$ cat src/common/rs_pkg.sv
package rs_pkg;

    // ==============================
    // Sizes
    // ==============================

    localparam int RS_DEPTH     = 16;
    localparam int ISSUE_WIDTH  = 3;
    localparam int PR_BITS      = 6;
    localparam int ROB_BITS     = 5;
    localparam int FUQ_DEPTH    = 8;

    // Queue pointer and occupancy widths, derived from the depth
    localparam int FUQ_PTR_BITS = $clog2(FUQ_DEPTH);
    localparam int FUQ_CNT_BITS = $clog2(FUQ_DEPTH + 1);

    // ==============================
    // Encodings
    // ==============================

    typedef enum logic [1:0] {
        fu_alu    = 2'd0,
        fu_ls     = 2'd1,
        fu_mult   = 2'd2,
        fu_branch = 2'd3
    } fu_kind_e;

    typedef enum logic [3:0] {
        op_add   = 4'd0,
        op_sub   = 4'd1,
        op_and   = 4'd2,
        op_or    = 4'd3,
        op_xor   = 4'd4,
        op_slt   = 4'd5,
        op_load  = 4'd6,
        op_store = 4'd7,
        op_mul   = 4'd8,
        op_mulh  = 4'd9,
        op_beq   = 4'd10,
        op_bne   = 4'd11
    } op_e;

    // ==============================
    // Packets
    // ==============================

    // Dispatched instruction, also the stored station entry
    typedef struct packed {
        logic                valid;
        fu_kind_e            fu_sel;
        op_e                 op_sel;
        logic [31:0]         pc;
        logic [PR_BITS-1:0]  dest_pr;
        logic [PR_BITS-1:0]  reg1_pr;
        logic                reg1_ready;
        logic [PR_BITS-1:0]  reg2_pr;
        logic                reg2_ready;
        logic [ROB_BITS-1:0] rob_entry;
    } rs_entry_t;

    // Issued instruction, ready bits no longer needed
    typedef struct packed {
        logic                valid;
        fu_kind_e            fu_sel;
        op_e                 op_sel;
        logic [31:0]         pc;
        logic [PR_BITS-1:0]  dest_pr;
        logic [PR_BITS-1:0]  reg1_pr;
        logic [PR_BITS-1:0]  reg2_pr;
        logic [ROB_BITS-1:0] rob_entry;
    } issue_packet_t;

    // Three result tags on the common data bus, one valid bit each
    typedef struct packed {
        logic [ISSUE_WIDTH-1:0]              valid;
        logic [ISSUE_WIDTH-1:0][PR_BITS-1:0] tag;
    } cdb_tags_t;

    // Queue nearly full, one bit per unit kind
    typedef struct packed {
        logic alu;
        logic ls;
        logic mult;
        logic branch;
    } fu_stall_t;

endpackage

$ cat src/hw/fu_queue.sv
`timescale 1ns/10ps

module fu_queue #(
    parameter rs_pkg::fu_kind_e kind = rs_pkg::fu_alu
) (
    input  logic                                           clock,
    input  logic                                           reset,
    input  rs_pkg::issue_packet_t [rs_pkg::ISSUE_WIDTH-1:0] issue_insts,
    input  logic                                           pop,
    output rs_pkg::issue_packet_t                          head,
    output logic                                           almost_full
);
    import rs_pkg::*;

    issue_packet_t [FUQ_DEPTH-1:0] slots;

    logic [FUQ_PTR_BITS-1:0] head_ptr;
    logic [FUQ_PTR_BITS-1:0] tail_ptr;
    logic [FUQ_CNT_BITS-1:0] count;
    logic [FUQ_CNT_BITS-1:0] write_count;

    logic [ISSUE_WIDTH-1:0] match;
    logic [ISSUE_WIDTH-1:0][FUQ_PTR_BITS-1:0] wr_ptr;
    logic do_pop;

    // Keep only valid packets meant for this unit
    always_comb begin
        for (int s = 0; s < ISSUE_WIDTH; s++) begin
            match[s] = issue_insts[s].valid && (issue_insts[s].fu_sel == kind);
        end
    end

    // Matching slots fill consecutive positions, slot 2 first
    always_comb begin
        write_count = '0;
        for (int s = ISSUE_WIDTH - 1; s >= 0; s--) begin
            wr_ptr[s]   = tail_ptr + write_count[FUQ_PTR_BITS-1:0];
            write_count = write_count + FUQ_CNT_BITS'(match[s]);
        end
    end

    assign head   = (count != '0) ? slots[head_ptr] : '0;
    assign do_pop = pop && head.valid;

    // Fewer than one full issue group of room left
    assign almost_full = count > FUQ_CNT_BITS'(FUQ_DEPTH - ISSUE_WIDTH);

    // ==============================
    // Pointers and storage
    // ==============================

    always_ff @(posedge clock) begin
        if (reset) begin
            head_ptr <= '0;
            tail_ptr <= '0;
            count    <= '0;
        end else begin
            head_ptr <= head_ptr + FUQ_PTR_BITS'(do_pop);
            tail_ptr <= tail_ptr + write_count[FUQ_PTR_BITS-1:0];
            count    <= count + write_count - FUQ_CNT_BITS'(do_pop);
        end
    end

    always_ff @(posedge clock) begin
        for (int s = 0; s < ISSUE_WIDTH; s++) begin
            if (match[s]) begin
                slots[wr_ptr[s]] <= issue_insts[s];
            end
        end
    end

endmodule

$ cat config.mk
export PLATFORM = sky130hd
export DESIGN_NAME = fu_queue
export DESIGN_NICKNAME = d
export VERILOG_FILES = /design/src/common/rs_pkg.sv /design/src/hw/fu_queue.sv
export SDC_FILE = /design/constraint.sdc
export NUM_CORES = 1
export LEC_CHECK = 0
export ABC_CLOCK_PERIOD_IN_PS = 3800
export BUFFER_PORTS_ARGS = -buffer_cell sky130_fd_sc_hd__buf_2
export CORE_UTILIZATION = 55
export DETAILED_ROUTE_END_ITERATION = 7
export PLACE_DENSITY = 0.75
export RECOVER_POWER = 100
export SYNTH_ARGS = -nofsm -noshare
export SYNTH_HDL_FRONTEND = slang
export SYNTH_SLANG_ARGS = --single-unit
$ cat constraint.sdc
create_clock -name clock -period 3.8 [get_ports clock]
set_input_delay 0.76 -clock clock [delete_from_list [all_inputs] [get_ports clock]]
set_output_delay 0.76 -clock clock [all_outputs]
set_load 0.05 [all_outputs]
After elaboration in Yosys (flattened, before gate mapping)
Cells that the tools add are included.
Widths: inputs -> output; s select.
{ "totals": {"register_bits": 506, "inputBits": 189, "out_inout_bits": 63, "elab_cells": 109} }
{ "classes": {"n_lt_le_gt_ge": 8, "n_mux": 15, "n_reduce_logical": 11, "addsub": 8} }
{ "op_table": {"columns": ["cell", "n"], "rows": [
  ["$bwmux 496", 3],
  ["$mux 496", 3],
  ["$demux 62 s3", 3],
  ["$mux 62", 5],
  ["$bmux 62 s3", 1],
  ["$lt 3x4->1 const B", 4],
  ["$ge 3x1->1 const B", 3],
  ["$logic_and 1x1->1", 7],
  ["$add 3x1->3", 2],
  ["$logic_not 2->1", 3],
  ["$add 4x3->4", 1],
  ["$gt 4x3->1 const B", 1],
  ["$reduce_bool 4->1", 1],
  ["$sub 4x1->4", 1],
  ["$add 2x1->3", 1],
  ["$add 3x2->3", 1],
  ["$add 3x3->3", 1],
  ["$add 1x1->2", 1]
]} }

Longest topological paths before layout
{ "depth": {"depth_word": 14, "ltp_mapped": 12, "depth_no_buf": 12} }

Least setup slack after synthesis
No wires, ideal clock.
{ "synth_path": {"kind": "input-to-reg", "startpoint": "input port issue_insts[121] (netlist name)", "endpoint": "register slots[352] (netlist name)", "setup_ps": 132, "required_time_ps": 3668, "setup_slack_ps": 276, "arrival_ps": 3391, "n_path_buf": 3, "stages": 10, "path_cell_list": "or3b_1 > xnor2_1 > ha_1 > fa_1 > clkbuf_1 > nor3_2 > buf_2 > buf_2 > mux2i_1 > a21oi_1"} }
{ "synth_between": {"elab_chain_len": 14, "elab_cells_between_ends": 15, "classes_between": "add/sub (2); order compare (2); mux (8); reduce/logical (3)"} }
{ "synth_rtl": {"columns": ["item", "line_no", "text"], "rows": [
  ["start, declared", "fu_queue.sv:8", "input rs_pkg::issue_packet_t [rs_pkg::ISSUE_WIDTH-1:0] issue_insts,"],
  ["$logic_not 2->1 *", "fu_queue.sv:29", "match[s] = issue_insts[s].valid && (issue_insts[s].fu_sel == kind);"],
  ["$logic_and 1x1->1 *", "fu_queue.sv:29", null],
  ["$add 1x1->2", "fu_queue.sv:38", "write_count = write_count + FUQ_CNT_BITS'(match[s]);"],
  ["$add 3x2->3", "fu_queue.sv:37", "wr_ptr[s] = tail_ptr + write_count[FUQ_PTR_BITS-1:0];"],
  ["$lt 3x4->1 (implied by the code) or $ge 3x1->1 (tied branches)", "fu_queue.sv:67", "slots[wr_ptr[s]] <= issue_insts[s];"],
  ["$logic_and 1x1->1 (implied by the code)", "fu_queue.sv:67", null],
  ["$mux 62 (implied by the code)", "fu_queue.sv:67", null],
  ["$demux 62 s3", "fu_queue.sv:67", null],
  ["$bwmux 496", "fu_queue.sv:67", null],
  ["$mux 496", "fu_queue.sv:66", "if (match[s]) begin"],
  ["$bwmux 496", "fu_queue.sv:67", null],
  ["$mux 496 *", "fu_queue.sv:66", null],
  ["$bwmux 496", "fu_queue.sv:67", null],
  ["$mux 496 *", "fu_queue.sv:66", null],
  ["end signal, assigned by index", "fu_queue.sv:67", null],
  ["end, declared", "fu_queue.sv:15", "issue_packet_t [FUQ_DEPTH-1:0] slots;"]
]} }
Every way passes the cells marked *; elsewhere a longest branch is shown, timed or not.
A chain may end at the register's enable or synchronous reset.

==> impl_metrics.toml <==
[yosys]
synth_area_leader_cell = "dfxtp_1"
synthXorXnorAreaFrac_pct = 0.429
yosysSeqAreaShare_pct = 35.8
yosysWarnings = 0
synth_area_um2 = 28300
synth_top_family_by_area = "multiplexers"
synthMuxAreaShare_pct = 28.8
synthesis.nets = 3071
synth-simple-area-share_pct = 5.47
synth_compound_gate_area_share_pct = 21.6
yosys.area_share.adder_pct = 0.832
yosys.cell_types.count = 43
synth.top_cell.area_share_pct = 35.8
ys_ff_latch = 506
synthCells = 2865
ys_top_cells_by_area = "dfxtp_1 36%, mux2i_1 19%, o32ai_1 12%, mux4_2 9.9%, a21oi_1 7.2%"
ys.flop_type = "dfxtp_1"
ys_async_sr_fraction_pct = 0
syn_area_per_cell_um2 = 9.87
synth_enable_flop_cells = 0

[run_status]
status = "completed"

[routing]
first_pass_iters = 6
wire_per_inst_um = 28.7
drc = 0
via_count = 26193
initialDrtViolationCount = 3344
wl_um = 101000
avgViaCountPerCell = 7.43
postRouteAntennaNets = 0

[worst_hold_path]
min_path_cells = 2
hold_path_class = "in2reg"

[power]
ir_drop_v = 0.000702
p_leak_nw = 12.4
finalPower_mw = 22.4
cellPowerDensity_nw_per_um2 = 708

[finish]
final_cells = 3527
final_util_pct = 62.8
layout_commonest_cell = "mux2i_1"
synthToLayoutAreaGrowth_pct = 12.1
post-route-cell-area_um2 = 31700
nets = 3000
layout_common_cells = "534 x mux2i_1, 503 x dfxtp_1, 401 x a21oi_1, 398 x o32ai_1, 201 x buf_2"
drive_above_1_share_pct = 20.7
fillCellCount = 4069

[place]
placed_cell_area_um2 = 30000
hpwl_um = 58100
io_buffers = 251
place_congestion = 0.872
placed_cells = 3409

[clock_network]
cts_tree = "built"
cts_hold_buf = 0
root_buffer = "clkbuf_16"
clk_pin_slew_ns = 0.06
clock-sinks = 506
h-tree-depth = 2
cts_resized = 0
numCtsBuffers = 55
ctsLongestPathBuffers = 3
postCtsSetupBuffers = 0
clk_latency_ns = 0.63

[global_route]
grt.total_usage_pct = 37.2
overflow = 0
grt_pass1_vias = 26139
antenna_found_initial = 29
grt_pass1_wl_um = 154000
grt_max_degree = 155

[worst_setup_path]
arrival_ns = 2.95
rrSetupSlack_ns = 0.63
cp-end-kind = "output port"
cp.required_ns = 3.04
cp_max_fo = 40
cp-start-kind = "flip-flop"
criticalPathCategory = "reg2out"
r2r_cells = 9

[die]
core-area_um2 = 50500
pin_count = 252
rows = 82
die_area_um2 = 52300
die_width_um = 229
start_util_pct = 56.0
die_y_um = 229

[timing]
period_minus_slack_ns = 3.71
rsz0062_at_grt = "false"
finClkSkew_ns = 0.0238
slew_headroom_pct = 17.2
hold_viol_final = 0
finalMaxSlewViolations = 0
post-route-period-util_pct = 97.6
max_freq_ghz = 0.270
setup_viol = 0
worst_pin_slew_ns = 1.24

[job]
maxCapViolations = 0
[metal layers]
metal / up-vias / share of wire [%] / global-route usage (%)
met1: 12741 / 38 / 46.6
met4: 26 / 4.6 / 21.8
met5: - / 0.16 / 0
met3: 434 / 12 / 9.44
met2: 1941 / 46 / 58.2
li1: 11051 / - / -
[worst paths after layout]
kind / start / end
min: reset / head_ptr[1]
max reg2reg: tail_ptr[0] / slots[419]
max: head_ptr[1] / head[28]
min reg2reg: slots[433] / slots[433]
[where the power goes]
| group | switching [mW] | leakage, nW | internal [mW] |
|---|---|---|---|
| clock network | 2.31 | 0.913 | 3.23 |
| logic | 5.70 | 7.32 | 3.38 |
| registers | 0.919 | 4.18 | 6.92 |
[cells in the mapped netlist, drive strengths merged (10+ instances only)]
master / number
ha: 14
nor4: 74
a211oi: 74
nand2: 11
dfxtp: 506
mux2i: 534
nor2: 144
clkbuf: 301
inv: 10
a21oi: 405
o32ai: 398
buf: 181
and3: 20
mux4: 124
[worst max-delay path, cell delays in order (launching register included)]
cell and delay [ns]:
dfxtp_2 0.72, buf_6 0.50, mux4_2 0.31, mux2i_1 0.08
nor2_1 0.34, clkbuf_2 0.35
[state kept, by name, summed over array words and instances, names as in the netlist]
register,flops
head_ptr,3
count,4
tail_ptr,3
slots,496
[final cells by class]
cell class / instances / area [um2] / area share, %
Inverter: 10 / 37.5 / 0.118
Tap cell: 672 / 841 / 2.65
Antenna cell: 17 / 42.5 / 0.134
Sequential cell: 506 / 10100 / 32.0
Multi-Input combinational cell: 1867 / 16300 / 51.5
Clock buffer: 83 / 1630 / 5.15
Clock inverter: 18 / 208 / 0.655
Timing Repair Buffer: 354 / 2480 / 7.81
[logic make-up (layout without fill, tap and decap cells)]
group           Yosys count  after routing
flops                   506            506
other cells               0             17
xor+xnor                 13             13
buf+inv                 492            465
simple gates            298            298
mux                     658            658
fa+ha+maj                17             17
compound gates          881            881
[through the flow]
stage               hold WS, ns  setup slack, ns  setup TNS (ns)
finish                    0.434           0.0915               0
global route              0.437           0.0274               0
floorplan                 0.409            0.276               0
detailed placement        0.432         -0.00123        -0.00123
global placement          0.422           0.0780               0
CTS                       0.422            0.172               0
Power figures use the tool's default switching activity.
