===== src/common/rs_pkg.sv =====
package rs_pkg;

    // ==============================
    // Sizes
    // ==============================

    localparam int RS_DEPTH     = 16;
    localparam int ISSUE_WIDTH  = 3;
    localparam int PR_BITS      = 6;
    localparam int ROB_BITS     = 5;
    localparam int FUQ_DEPTH    = 8;

    // Queue pointer and occupancy widths, derived from the depth
    localparam int FUQ_PTR_BITS = $clog2(FUQ_DEPTH);
    localparam int FUQ_CNT_BITS = $clog2(FUQ_DEPTH + 1);

    // ==============================
    // Encodings
    // ==============================

    typedef enum logic [1:0] {
        fu_alu    = 2'd0,
        fu_ls     = 2'd1,
        fu_mult   = 2'd2,
        fu_branch = 2'd3
    } fu_kind_e;

    typedef enum logic [3:0] {
        op_add   = 4'd0,
        op_sub   = 4'd1,
        op_and   = 4'd2,
        op_or    = 4'd3,
        op_xor   = 4'd4,
        op_slt   = 4'd5,
        op_load  = 4'd6,
        op_store = 4'd7,
        op_mul   = 4'd8,
        op_mulh  = 4'd9,
        op_beq   = 4'd10,
        op_bne   = 4'd11
    } op_e;

    // ==============================
    // Packets
    // ==============================

    // Dispatched instruction, also the stored station entry
    typedef struct packed {
        logic                valid;
        fu_kind_e            fu_sel;
        op_e                 op_sel;
        logic [31:0]         pc;
        logic [PR_BITS-1:0]  dest_pr;
        logic [PR_BITS-1:0]  reg1_pr;
        logic                reg1_ready;
        logic [PR_BITS-1:0]  reg2_pr;
        logic                reg2_ready;
        logic [ROB_BITS-1:0] rob_entry;
    } rs_entry_t;

    // Issued instruction, ready bits no longer needed
    typedef struct packed {
        logic                valid;
        fu_kind_e            fu_sel;
        op_e                 op_sel;
        logic [31:0]         pc;
        logic [PR_BITS-1:0]  dest_pr;
        logic [PR_BITS-1:0]  reg1_pr;
        logic [PR_BITS-1:0]  reg2_pr;
        logic [ROB_BITS-1:0] rob_entry;
    } issue_packet_t;

    // Three result tags on the common data bus, one valid bit each
    typedef struct packed {
        logic [ISSUE_WIDTH-1:0]              valid;
        logic [ISSUE_WIDTH-1:0][PR_BITS-1:0] tag;
    } cdb_tags_t;

    // Queue nearly full, one bit per unit kind
    typedef struct packed {
        logic alu;
        logic ls;
        logic mult;
        logic branch;
    } fu_stall_t;

endpackage


===== src/hw/priority_select.sv =====
`timescale 1ns/10ps

module priority_select (
    input  logic [rs_pkg::RS_DEPTH-1:0] req,
    output logic [rs_pkg::RS_DEPTH-1:0] gnt,
    output logic                        any
);
    import rs_pkg::*;

    // Set once a lower index has already requested
    logic seen;

    always_comb begin
        seen = 1'b0;
        for (int i = 0; i < RS_DEPTH; i++) begin
            gnt[i] = req[i] & ~seen;
            seen   = seen | req[i];
        end
    end

    assign any = |req;

endmodule


===== src/rs/rs.sv =====
`timescale 1ns/10ps

module rs (
    input  logic                                           clock,
    input  logic                                           reset,
    input  rs_pkg::rs_entry_t     [rs_pkg::ISSUE_WIDTH-1:0] rs_in,
    input  rs_pkg::cdb_tags_t                              cdb,
    input  rs_pkg::fu_stall_t                              fu_stall,
    output rs_pkg::issue_packet_t [rs_pkg::ISSUE_WIDTH-1:0] issue_insts,
    output logic                  [rs_pkg::ISSUE_WIDTH-1:0] struct_stall
);
    import rs_pkg::*;

    rs_entry_t [RS_DEPTH-1:0] entries;
    rs_entry_t [RS_DEPTH-1:0] entries_next;

    // Dispatched instructions after same-cycle wakeup
    rs_entry_t [ISSUE_WIDTH-1:0] incoming;

    logic [RS_DEPTH-1:0] free_mask;
    logic [ISSUE_WIDTH-1:0][RS_DEPTH-1:0] alloc_req;
    logic [ISSUE_WIDTH-1:0][RS_DEPTH-1:0] alloc_gnt;
    logic [ISSUE_WIDTH-1:0] alloc_any;

    logic [RS_DEPTH-1:0] src1_ok;
    logic [RS_DEPTH-1:0] src2_ok;
    logic [RS_DEPTH-1:0] ready_mask;
    logic [RS_DEPTH-1:0] issue_mask;
    logic [ISSUE_WIDTH-1:0][RS_DEPTH-1:0] issue_req;
    logic [ISSUE_WIDTH-1:0][RS_DEPTH-1:0] issue_gnt;

    // True when a valid CDB tag names this register
    function automatic logic tag_hit(input cdb_tags_t bus, input logic [PR_BITS-1:0] pr);
        logic hit;
        hit = 1'b0;
        for (int k = 0; k < ISSUE_WIDTH; k++) begin
            if (bus.valid[k] && bus.tag[k] == pr) begin
                hit = 1'b1;
            end
        end
        return hit;
    endfunction

    function automatic logic kind_stalled(input fu_kind_e kind, input fu_stall_t st);
        logic stalled;
        case (kind)
            fu_alu:  stalled = st.alu;
            fu_ls:   stalled = st.ls;
            fu_mult: stalled = st.mult;
            default: stalled = st.branch;
        endcase
        return stalled;
    endfunction

    function automatic issue_packet_t to_packet(input rs_entry_t e);
        issue_packet_t p;
        p.valid     = e.valid;
        p.fu_sel    = e.fu_sel;
        p.op_sel    = e.op_sel;
        p.pc        = e.pc;
        p.dest_pr   = e.dest_pr;
        p.reg1_pr   = e.reg1_pr;
        p.reg2_pr   = e.reg2_pr;
        p.rob_entry = e.rob_entry;
        return p;
    endfunction

    // ==============================
    // Allocation
    // ==============================

    always_comb begin
        for (int i = 0; i < RS_DEPTH; i++) begin
            free_mask[i] = ~entries[i].valid;
        end
    end

    // Slot 2 takes the lowest free entry, then slot 1, then slot 0
    for (genvar s = 0; s < ISSUE_WIDTH; s++) begin : g_alloc
        if (s == ISSUE_WIDTH - 1) begin : g_first
            assign alloc_req[s] = free_mask;
        end else begin : g_next
            assign alloc_req[s] = alloc_req[s+1] & ~alloc_gnt[s+1];
        end
        priority_select u_alloc_sel (
            .req (alloc_req[s]),
            .gnt (alloc_gnt[s]),
            .any (alloc_any[s])
        );
    end

    assign struct_stall = ~alloc_any;

    // A tag on the bus this cycle also wakes a source being dispatched
    always_comb begin
        for (int s = 0; s < ISSUE_WIDTH; s++) begin
            incoming[s] = rs_in[s];
            incoming[s].reg1_ready = rs_in[s].reg1_ready | tag_hit(cdb, rs_in[s].reg1_pr);
            incoming[s].reg2_ready = rs_in[s].reg2_ready | tag_hit(cdb, rs_in[s].reg2_pr);
        end
    end

    // ==============================
    // Wakeup and select
    // ==============================

    always_comb begin
        for (int i = 0; i < RS_DEPTH; i++) begin
            src1_ok[i]    = entries[i].reg1_ready | tag_hit(cdb, entries[i].reg1_pr);
            src2_ok[i]    = entries[i].reg2_ready | tag_hit(cdb, entries[i].reg2_pr);
            ready_mask[i] = entries[i].valid & src1_ok[i] & src2_ok[i]
                          & ~kind_stalled(entries[i].fu_sel, fu_stall);
        end
    end

    for (genvar s = 0; s < ISSUE_WIDTH; s++) begin : g_issue
        if (s == ISSUE_WIDTH - 1) begin : g_first
            assign issue_req[s] = ready_mask;
        end else begin : g_next
            assign issue_req[s] = issue_req[s+1] & ~issue_gnt[s+1];
        end
        priority_select u_issue_sel (
            .req (issue_req[s]),
            .gnt (issue_gnt[s]),
            .any ()
        );
    end

    // Grants are one-hot, so at most one entry lands in each slot
    always_comb begin
        issue_insts = '0;
        issue_mask  = '0;
        for (int s = 0; s < ISSUE_WIDTH; s++) begin
            issue_mask = issue_mask | issue_gnt[s];
            for (int i = 0; i < RS_DEPTH; i++) begin
                if (issue_gnt[s][i]) begin
                    issue_insts[s] = to_packet(entries[i]);
                end
            end
        end
    end

    // ==============================
    // Entry update
    // ==============================

    always_comb begin
        for (int i = 0; i < RS_DEPTH; i++) begin
            entries_next[i]            = entries[i];
            entries_next[i].reg1_ready = src1_ok[i];
            entries_next[i].reg2_ready = src2_ok[i];
            if (issue_mask[i]) begin
                entries_next[i].valid = 1'b0;
            end
            for (int s = 0; s < ISSUE_WIDTH; s++) begin
                if (alloc_gnt[s][i] && rs_in[s].valid) begin
                    entries_next[i] = incoming[s];
                end
            end
        end
    end

    always_ff @(posedge clock) begin
        if (reset) begin
            for (int i = 0; i < RS_DEPTH; i++) begin
                entries[i].valid <= 1'b0;
            end
        end else begin
            entries <= entries_next;
        end
    end

endmodule


===== config.mk =====
export PLATFORM = sky130hd
export DESIGN_NAME = rs
export DESIGN_NICKNAME = d
export VERILOG_FILES = /design/src/common/rs_pkg.sv /design/src/hw/priority_select.sv /design/src/rs/rs.sv
export SDC_FILE = /design/constraint.sdc
export NUM_CORES = 2
export LEC_CHECK = 0
export ABC_AREA = 1
export BUFFER_PORTS_ARGS = -buffer_cell sky130_fd_sc_hd__buf_2
export CELL_PAD_IN_SITES_DETAIL_PLACEMENT = 1
export CELL_PAD_IN_SITES_GLOBAL_PLACEMENT = 2
export CORE_MARGIN = 2
export CORE_UTILIZATION = 30
export CTS_CLUSTER_DIAMETER = 40
export DETAILED_ROUTE_END_ITERATION = 7
export GPL_ROUTABILITY_DRIVEN = 0
export GPL_TIMING_DRIVEN = 1
export PLACE_DENSITY = 0.72
export SETUP_SLACK_MARGIN = 0.3
export SLEW_MARGIN = 5
export SYNTH_ARGS = -nofsm -noshare
export SYNTH_HDL_FRONTEND = slang
export SYNTH_HIERARCHICAL = 1
export SYNTH_SLANG_ARGS = --single-unit

===== constraint.sdc =====
create_clock -name clock -period 9.9 [get_ports clock]
set_input_delay 1.98 -clock clock [delete_from_list [all_inputs] [get_ports clock]]
set_output_delay 1.98 -clock clock [all_outputs]
set_load 0.03 [all_outputs]

# [After elaboration in Yosys (flattened, before gate mapping)]
# Index checks and enable logic that the tools add are counted.
[word_totals] reg_bits=1024 input_bits=219 output_inout_bits=189
[classes] n_eq_ne=146 n_mux=242 bitwise_logic=393 n_reduce_logical=229
[ops] op="64-bit 2-to-1 mux" count=48
[ops] op="62-bit 2-to-1 mux" count=48
[ops] op="6-bit equality test" count=114
[ops] op="1-bit logical AND" count=162
[ops] op="1-bit AND" count=138
[ops] op="1-bit 2-to-1 mux" count=130
[ops] op="1-bit inverter" count=122
[ops] op="1-bit bitwise OR" count=122
[ops] op="16-bit AND" count=4
[ops] op="16-bit inverter" count=4
[ops] op="4-bit nonzero test" count=16
[ops] op="1-bit one-hot mux with 3 select lines" count=16
[ops] op="3-bit nonzero test" count=16
[ops] op="16-bit OR reduction" count=3
[ops] op="2-bit by 1-bit equality test with 1-bit output (second input constant)" count=16
[ops] op="2-bit equality test (second input constant)" count=16
[ops] op="2-bit zero test" count=16
[ops] op="16-bit bitwise OR" count=2
[ops] op="2-bit AND reduction" count=16
[ops] op="3-bit inverter" count=1

# [Depth between registers and ports, before layout]
[logic_depth] depth_word=67 ltp_mapped=47

# [Modules after synthesis]
# The synthesis kept the hierarchy.
[modules_own_cells] mod="rs" n_inst=1 cells_each=13018 area_each_um2=88886.5 seq_area_each_um2=30589.3
[modules_own_cells] mod="priority_select" n_inst=6 cells_each=49 area_each_um2=222.7 seq_area_each_um2=0.0

# [Worst setup path after synthesis]
# No wires, ideal clock.
[synth_path] path_type="input to output" start="input cdb[15] (netlist bit)" end="output issue_insts[51] (netlist bit)" arrival_time_ps=7166 t_required_ps=7920 slack_ps=754 path_stages=39 cell_sequence="buf_2 > inv_2 > buf_4 > buf_2 > o22ai_1 > nor4_1 > nor4_1 > nor3_1 > nand2_1 > inv_1 > nor2_1 > nand2_2 > nor2_1 > nand3_1 > nor2_1 > buf_2 > buf_2 > clkbuf_1 > [... 3 more ...] > nor2_4 > inv_2 > nor2_1 > clkbuf_1 > clkbuf_1 > nor2_1 > nor2_1 > nand2_1 > nor2_2 > nand2_1 > nor2_1 > clkbuf_1 > clkbuf_1 > clkbuf_1 > a21oi_1 > nand2_1 > nand2_1 > nand2_1"
[synth_rtl] item="start: declaration" line_no="rs.sv:7" text="input rs_pkg::cdb_tags_t cdb,"
[synth_rtl] item="end: declaration" line_no="rs.sv:9" text="output rs_pkg::issue_packet_t [rs_pkg::ISSUE_WIDTH-1:0] issue_insts,"

==> flow_summary.json <==
{
  "powerDensity_nw_per_um2": 215,
  "cts.reportedPaths.clkPinSlew_ps": 50,
  "design.portCount": 408,
  "area_growth_pct": 14.5,
  "worst_slew_margin_rel": 0.145,
  "die_y_um": 552,
  "maxSlewViolCount": 0,
  "multi_input_comb_area_um2": 50500,
  "clock-sinks": 1024,
  "netlist_instances": 13300,
  "syn-num-nets": 13500,
  "setup.worst_path.end_class": "primary output",
  "initial_core_util": 0.301,
  "core-area_um2": 300000,
  "worst_setup_path_start_kind": "input port",
  "syn-cell-area_um2": 90200,
  "gr-usage-all-layers": 0.344,
  "grt_overflow": 0,
  "timing.critical_path.slowest_cell_delay_ps": 540,
  "setup_violations": 0,
  "worst_path_max_delay_cell": "sky130_fd_sc_hd__nor4_4",
  "nFillCells": 36900,
  "cts_tree": "done",
  "final_nets": 13000,
  "placement.cell_area_um2": 94500,
  "regMostFlops": "entries",
  "max-clock-path-buffers": 4,
  "unrepaired_setup_endpoints_after_global_routing": "true",
  "drc": 8,
  "drtIter0Drc": 12600,
  "ir_drop_mv": 0.148,
  "largest_registers": "entries (1024)",
  "max_freq_mhz": 106,
  "syn_avg_cell_area_um2": 6.78,
  "finish.utilization": 0.345,
  "critical_path_required_ps": 7920,
  "timing.hold.worst.class": "reg -> reg",
  "routed_wirelength_mm": 552,
  "final.period_utilization": 0.953,
  "final_layout_size_suffix_gt1_frac": 0.109,
  "fin_total_pwr_mw": 22.2,
  "hold_viol_final": 0,
  "design.die.area_um2": 305000,
  "num_rows": 201,
  "io_buffers": 407,
  "drtAntennaViolNets": 0,
  "cts_max_level": 4,
  "final_design_area_no_fill_um2": 103000,
  "crit_fanout": 18,
  "critical-path-top-delay-family": "simple AND/OR/NAND/NOR gates",
  "wire_per_inst_um": 32.6,
  "seqCellArea_um2": 30600,
  "yosys_warnings": 6,
  "clock_latency_ps": 960,
  "grt_max_degree": 126,
  "largest_reg_flops": 1024,
  "failed_checks": "design-rule violations",
  "grt_pass1_wl_mm": 782,
  "drv.max_cap_violation_count": 0,
  "detailed_place_hpwl_mm": 365,
  "cts_buffers": 243,
  "die_w_um": 552,
  "cellLeakagePower_nw": 43.1,
  "setup.worst_path.class": "in -> out",
  "cp_data_arrival_time_ps": 7460,
  "route.detailed.vias_per_inst": 6.47,
  "drt-pass1-iter-count": 8,
  "vias": 110000,
  "clockRootBuffer": "sky130_fd_sc_hd__clkbuf_16",
  "actual_transition_at_the_worst_max_transition_pin_ps": 1280,
  "cp_num_buf_inv": 10,
  "grt_antenna_before_repair": 25,
  "path_common_cell": "sky130_fd_sc_hd__nand2_1",
  "hold_slack_ps": 558,
  "grt_pass1_vias": 110000,
  "setup_total_negative_slack_ps": 0,
  "timing.final.crit_period_ps": 9440,
  "status": "finished with violations",
  "finalClockSkew_ps": 118
}
[layer usage]
metal | up-vias | track usage | wire length (um)
met5 | - | 0.00219 | 267
met4 | 30 | 0.276 | 51400
met3 | 2453 | 0.0672 | 47200
met2 | 6969 | 0.567 | 255000
met1 | 54200 | 0.388 | 198000
li1 | 45900 | - | -
[cell type report]
type | instances | share of cell area
Antenna cell | 12 | 0.000291
Clock buffer | 267 | 0.0598
Clock inverter | 176 | 0.0195
Inverter | 836 | 0.0309
Multi-Input combinational cell | 9879 | 0.489
Sequential cell | 1024 | 0.296
Tap cell | 3958 | 0.0480
Timing Repair Buffer | 767 | 0.0565
[metrics by stage]
stage	worst slack [ps]	instances
final	464	16900
after global placement	51.4	16400
after global routing	245	16900
after floorplan	791	13300
after CTS	310	16900
after detailed placement	2.75	16400
[layout by cell type, fill, tap and decap left out, drive strengths merged, types with 99 or more instances in the layout]
master,instances
clkinv,99
o21ai,132
edfxtp,1008
clkbuf,276
inv,850
nand2,4069
a221oi,1003
o22ai,204
nand3,1185
a21oi,2388
buf,758
xnor2,116
nor2,247
[worst register-to-register path: stages, from the launching register on]
cell and delay [ps]:
sky130_fd_sc_hd__dfxtp_1 500, sky130_fd_sc_hd__inv_1 240, sky130_fd_sc_hd__nor2_2 160, sky130_fd_sc_hd__nand2_2 160, sky130_fd_sc_hd__nor4_1 530, sky130_fd_sc_hd__nor2_1 120, sky130_fd_sc_hd__nor2_1 150, sky130_fd_sc_hd__nand2_1 100
sky130_fd_sc_hd__nor2_4 270, sky130_fd_sc_hd__inv_2 110, sky130_fd_sc_hd__nor2_1 170, sky130_fd_sc_hd__nor3_1 100, sky130_fd_sc_hd__nor2_1 220, sky130_fd_sc_hd__nand2_1 100, sky130_fd_sc_hd__nor2_2 220, sky130_fd_sc_hd__nand2_1 110
sky130_fd_sc_hd__nor2_1 100, sky130_fd_sc_hd__nand2_1 90, sky130_fd_sc_hd__nor2_4 120, sky130_fd_sc_hd__buf_4 730, sky130_fd_sc_hd__nor3_1 190, sky130_fd_sc_hd__inv_1 130, sky130_fd_sc_hd__nand2_1 70, sky130_fd_sc_hd__inv_2 340
sky130_fd_sc_hd__buf_4 720
[worst paths after layout]
kind / end / cells past startpoint / from / slack [ps]
max: issue_insts[28] / 37 / cdb[15] / 460
min: entries[831] / 2 / entries[831] / 560
max reg2reg: entries[798] / 24 / entries[63] / 3700
min reg2reg: entries[831] / 2 / entries[831] / 560
[what timing repair did]
action / in CTS / in global routing
gates cloned: 0 / 7
pin swaps: 2 / 7
hold buffers: 0 / 0
gates resized for setup: 4 / 70
endpoints found under the setup margin: 124 / 148
setup buffers: 0 / 13
[where the power goes]
part           total [mW]  internal [mW]  leakage [nW]  switching (mW)
Clock                8.37           5.42          3.94            2.95
Combinational        8.19           2.02          30.4            6.17
Sequential           5.64           5.28          8.78           0.354
(Power assumes the default switching activity.)
